==> config.mk <==
export PLATFORM = sky130hd
export DESIGN_NAME = quant_credit_fifo
export DESIGN_NICKNAME = d
export VERILOG_FILES = /design/src/rtl/quant_credit_fifo.sv
export SDC_FILE = /design/constraint.sdc
export NUM_CORES = 1
export LEC_CHECK = 0
export BUFFER_PORTS_ARGS = -buffer_cell sky130_fd_sc_hd__buf_4
export CAP_MARGIN = 20
export CORE_ASPECT_RATIO = 1.5
export CORE_UTILIZATION = 25
export CTS_BUF_LIST = sky130_fd_sc_hd__clkbuf_2
export DETAILED_ROUTE_END_ITERATION = 12
export GPL_ROUTABILITY_DRIVEN = 1
export SLEW_MARGIN = 0
export SYNTH_ARGS = -nofsm -noshare
export SYNTH_HDL_FRONTEND = slang
export SYNTH_SLANG_ARGS = --single-unit
==> constraint.sdc <==
create_clock -name clk -period 2.9 [get_ports clk]
set_clock_uncertainty 0.2 [all_clocks]
set_input_delay 0.29 -clock clk [delete_from_list [all_inputs] [get_ports clk]]
set_output_delay 0.29 -clock clk [all_outputs]
set_load 0.005 [all_outputs]
==> src/rtl/quant_credit_fifo.sv <==
// Circular-buffer FIFO with a generic payload, sized to match a credit pool
`timescale 1ns/10ps

module quant_credit_fifo #(
    parameter type payload_t = logic [7:0],
    parameter int  DEPTH     = 4
) (
    input  logic                       clk,
    input  logic                       rst_n,
    input  logic                       push_i,
    input  payload_t                   push_data_i,
    input  logic                       pop_i,
    output payload_t                   pop_data_o,
    output logic                       empty_o,
    output logic [$clog2(DEPTH+1)-1:0] free_o
);

    localparam int PTR_W = (DEPTH > 1) ? $clog2(DEPTH) : 1;
    localparam int CNT_W = $clog2(DEPTH + 1);

    payload_t         mem [DEPTH];
    logic [PTR_W-1:0] wr_ptr;
    logic [PTR_W-1:0] rd_ptr;
    logic [CNT_W-1:0] count;

    // Storage
    always_ff @(posedge clk) begin
        if (push_i) begin
            mem[wr_ptr] <= push_data_i;
        end
    end

    // Pointers and occupancy
    always_ff @(posedge clk or negedge rst_n) begin
        if (!rst_n) begin
            wr_ptr <= '0;
            rd_ptr <= '0;
            count  <= '0;
        end else begin
            if (push_i) begin
                wr_ptr <= (wr_ptr == PTR_W'(DEPTH - 1)) ? '0 : wr_ptr + 1'b1;
            end
            if (pop_i) begin
                rd_ptr <= (rd_ptr == PTR_W'(DEPTH - 1)) ? '0 : rd_ptr + 1'b1;
            end
            count <= count + CNT_W'(push_i) - CNT_W'(pop_i);
        end
    end

    assign pop_data_o = mem[rd_ptr];
    assign empty_o    = (count == '0);
    assign free_o     = CNT_W'(DEPTH) - count;

    // Credit discipline upstream must keep the buffer from overflowing
    a_no_overflow: assert property (@(posedge clk) disable iff (!rst_n)
        push_i |-> (count != CNT_W'(DEPTH)));

    a_no_underflow: assert property (@(posedge clk) disable iff (!rst_n)
        pop_i |-> (count != '0));

endmodule

==> run_summary.xml <==
<?xml version="1.0" encoding="UTF-8"?>
<metrics>
  <group name="synth">
    <metric name="synth_top_area_frac" unit="">0.601</metric>
    <metric name="synth_area_per_cell" unit="um^2">19.5</metric>
    <metric name="syn-instance-count" unit="">82</metric>
    <metric name="synth_top_cells_by_area" unit="">sky130_fd_sc_hd__edfxtp_1, sky130_fd_sc_hd__mux4_2, sky130_fd_sc_hd__dfrtp_1, sky130_fd_sc_hd__ha_1, sky130_fd_sc_hd__inv_1</metric>
    <metric name="yosysWarnings" unit="">0</metric>
    <metric name="synthDominantAreaCellType" unit="">sky130_fd_sc_hd__edfxtp_1</metric>
    <metric name="synth.yosys.seq_area_share" unit="">0.711</metric>
    <metric name="number_of_nets_in_the_synthesized_netlist" unit="">104</metric>
    <metric name="synth-seq-cells" unit="">39</metric>
    <metric name="cell_variety_after_synth" unit="">16</metric>
    <metric name="syn_area" unit="mm^2">0.00160</metric>
  </group>
  <group name="clock_tree">
    <metric name="cts_post_setup_buffers_inserted" unit="">0</metric>
    <metric name="cts-hold-fix-buffers" unit="">11</metric>
    <metric name="cts-resized-gates" unit="">0</metric>
    <metric name="clock_latency" unit="ns">0.36</metric>
    <metric name="tritoncts" unit="">done</metric>
    <metric name="clock_sink_count" unit="">39</metric>
    <metric name="numCtsBuffers" unit="">5</metric>
    <metric name="clk_pin_slew" unit="ns">0.19</metric>
    <metric name="ctsHtreeMaxLevel" unit="">2</metric>
    <metric name="cts.path.max_buffers" unit="">2</metric>
    <metric name="root_buffer_selected_by_cts" unit="">sky130_fd_sc_hd__clkbuf_2</metric>
  </group>
  <group name="timing">
    <metric name="finalHoldViolCount" unit="">0</metric>
    <metric name="timing.final.setup_violations" unit="">0</metric>
    <metric name="final.setup.worst_slack" unit="ns">0.534</metric>
    <metric name="timing.slew.headroom" unit="">0.605</metric>
    <metric name="min_period" unit="ns">2.37</metric>
    <metric name="slew_viol_final" unit="">0</metric>
    <metric name="highest_clock_frequency_the_design_can_meet" unit="GHz">0.423</metric>
    <metric name="period_utilization_post_route" unit="">0.816</metric>
    <metric name="setup_total_negative_slack" unit="ns">0</metric>
    <metric name="worst_pin_slew" unit="ns">0.593</metric>
    <metric name="unrepaired_setup_endpoints_after_global_routing" unit="">false</metric>
  </group>
  <group name="setup_path">
    <metric name="crit_path_start_kind" unit="">flop</metric>
    <metric name="cp.required" unit="ns">2.41</metric>
    <metric name="worst_r2r_endpoint" unit="">count[2]</metric>
    <metric name="worstSetupEndpoint" unit="">pop_data_o[4]</metric>
    <metric name="crit-reg2reg-launch" unit="">count[0]</metric>
    <metric name="timing_worst_setup_path_type" unit="">reg2out</metric>
    <metric name="worst_case_reg_to_reg_path_depth" unit="">8</metric>
    <metric name="critPathArrivalTime" unit="ns">1.88</metric>
    <metric name="rrSetupSlack" unit="ns">0.88</metric>
    <metric name="critical_path.max_fanout" unit="">11</metric>
    <metric name="cp-end-kind" unit="">output pin</metric>
    <metric name="worst_setup_path_startpoint" unit="">rd_ptr[0]</metric>
  </group>
  <group name="power_and_ir_drop">
    <metric name="power_density" unit="mW/mm^2">872</metric>
    <metric name="finalPower" unit="W">0.00176</metric>
    <metric name="max-vdd-ir-drop" unit="V">0.000410</metric>
    <metric name="power.leakage" unit="nW">0.784</metric>
  </group>
  <group name="final_layout">
    <metric name="final-seq-area" unit="mm^2">0.00114</metric>
    <metric name="area_growth_syn_to_layout" unit="%">26.6</metric>
    <metric name="most_common_cell_after_layout_fill_and_taps_aside" unit="">sky130_fd_sc_hd__edfxtp_1</metric>
    <metric name="finalNetCount" unit="">143</metric>
    <metric name="layout_common_cells" unit="">sky130_fd_sc_hd__edfxtp_1, sky130_fd_sc_hd__buf_4, sky130_fd_sc_hd__dlygate4sd3_1</metric>
    <metric name="n_fill_cell" unit="">603</metric>
    <metric name="antenna_cells_inserted" unit="">0</metric>
    <metric name="drive_above_1_share" unit="">0.328</metric>
    <metric name="multi_input_area" unit="um^2">404</metric>
  </group>
  <group name="routing">
    <metric name="via_per_inst" unit="">4.12</metric>
    <metric name="drt-wirelength-per-cell" unit="um">14.2</metric>
    <metric name="postRouteWirelength" unit="um">2780</metric>
    <metric name="drtAntennaViolNets" unit="">0</metric>
    <metric name="drt_pass1_iterations" unit="">4</metric>
    <metric name="detailedRoute.firstIterationViolations" unit="">15</metric>
    <metric name="via_count" unit="">808</metric>
    <metric name="drt_drc_violations_left" unit="">0</metric>
  </group>
  <group name="floorplan">
    <metric name="num_rows" unit="">35</metric>
    <metric name="fp.dieW" unit="um">67.3</metric>
    <metric name="core" unit="mm^2">0.00617</metric>
    <metric name="io_pins" unit="">24</metric>
    <metric name="chipHeight" unit="um">99.9</metric>
    <metric name="start_util" unit="">0.259</metric>
    <metric name="die_area" unit="mm^2">0.00672</metric>
  </group>
  <group name="flow_run">
    <metric name="drv.max_cap_violation_count" unit="">0</metric>
  </group>
  <group name="grt">
    <metric name="grt_util_all_layers" unit="">0.0972</metric>
    <metric name="grt_pass1_wl" unit="um">4570</metric>
    <metric name="grt_max_degree" unit="">13</metric>
    <metric name="grt_antenna_before_repair" unit="">0</metric>
    <metric name="grt_overflow" unit="">0</metric>
    <metric name="grt_pass1_vias" unit="">887</metric>
  </group>
  <group name="place">
    <metric name="buffer_ports.inserted" unit="">23</metric>
    <metric name="placement.setup.worst_slack" unit="ns">0.879</metric>
    <metric name="place.detailed.hpwl" unit="um">1950</metric>
    <metric name="place_congestion" unit="">0.623</metric>
  </group>
  <group name="worst_hold_path">
    <metric name="min-delay-path-class" unit="">reg2reg</metric>
  </group>
  <group name="status">
    <metric name="outcome" unit="">finished, final reports clean</metric>
  </group>
</metrics>
logic make-up after synthesis:
kind of cell	count (synthesis)	share of synthesized area
DFF	39	0.711
AOI/OAI and AO/OA	2	0.00626
buffers and inverters	12	0.0360
adders and majority gates	10	0.0830
and+or+nand+nor	7	0.0258
xor gates and xnor gates	2	0.0110
muxes	10	0.127
sequential cells by signal, indices dropped and copies added (netlist names):
signal and count:
mem 32, wr_ptr 2, count 3, rd_ptr 2
through the flow:
step                      hold slack [ns]  utilization  cell area, um^2  instances
after floorplan                    -0.206            -             1600         82
after global placement            -0.0928        0.298             1840        176
after detailed placement          -0.0919        0.298             1840        176
after CTS                         0.00610        0.326             2010        195
after global routing                0.405        0.328             2020        196
final                               0.404        0.328             2020        196
Yosys cell counts (all sizes together):
master  instances
or3b            1
dfrtp           7
xnor2           2
nor2            1
fa              1
mux4            8
mux2            2
edfxtp         32
o21ai           2
inv             9
nand2           1
ha              9
and2            4
buf             3
per-layer routing:
layer  GRT usage  share of wire  vias up
met3      0.0341          0.044        4
met2       0.178           0.60       22
li1            -              -      379
met5           0              0        -
met1       0.100           0.34      403
met4      0.0278         0.0083        0
final cells by class:
cell class | count | share of cell area
flip-flops and latches | 39 | 0.562
repair buffers | 35 | 0.145
clock buffers | 5 | 0.0124
well taps | 74 | 0.0458
inverters | 9 | 0.0167
multi-input cells | 31 | 0.200
clock inverters | 3 | 0.0192
worst min-delay path by stage:
stage / slack [ns] / cells past startpoint / end / startpoint
after floorplan: -0.21 / 0 / count[0] / rst_n
after global placement: -0.09 / 1 / count[0] / rst_n
after detailed placement: -0.09 / 1 / count[0] / rst_n
after CTS: 0.006 / 2 / count[0] / rst_n
after global routing: 0.40 / 2 / mem[3][4] / push_data_i[4]
final: 0.40 / 1 / count[2] / count[1]
critical path, cell delays in order (launching register included):
cell and delay [ns]:
sky130_fd_sc_hd__dfrtp_1 0.76, sky130_fd_sc_hd__mux4_2 0.59, sky130_fd_sc_hd__buf_4 0.15
power breakdown:
part	leakage (nW)	internal, W	total, W	switching (W)
Combinational	0.367	0.000364	0.000605	0.000241
Clock	0.0404	0.000142	0.000310	0.000168
Sequential	0.377	0.000737	0.000849	0.000113
(Power assumes the default switching activity.)
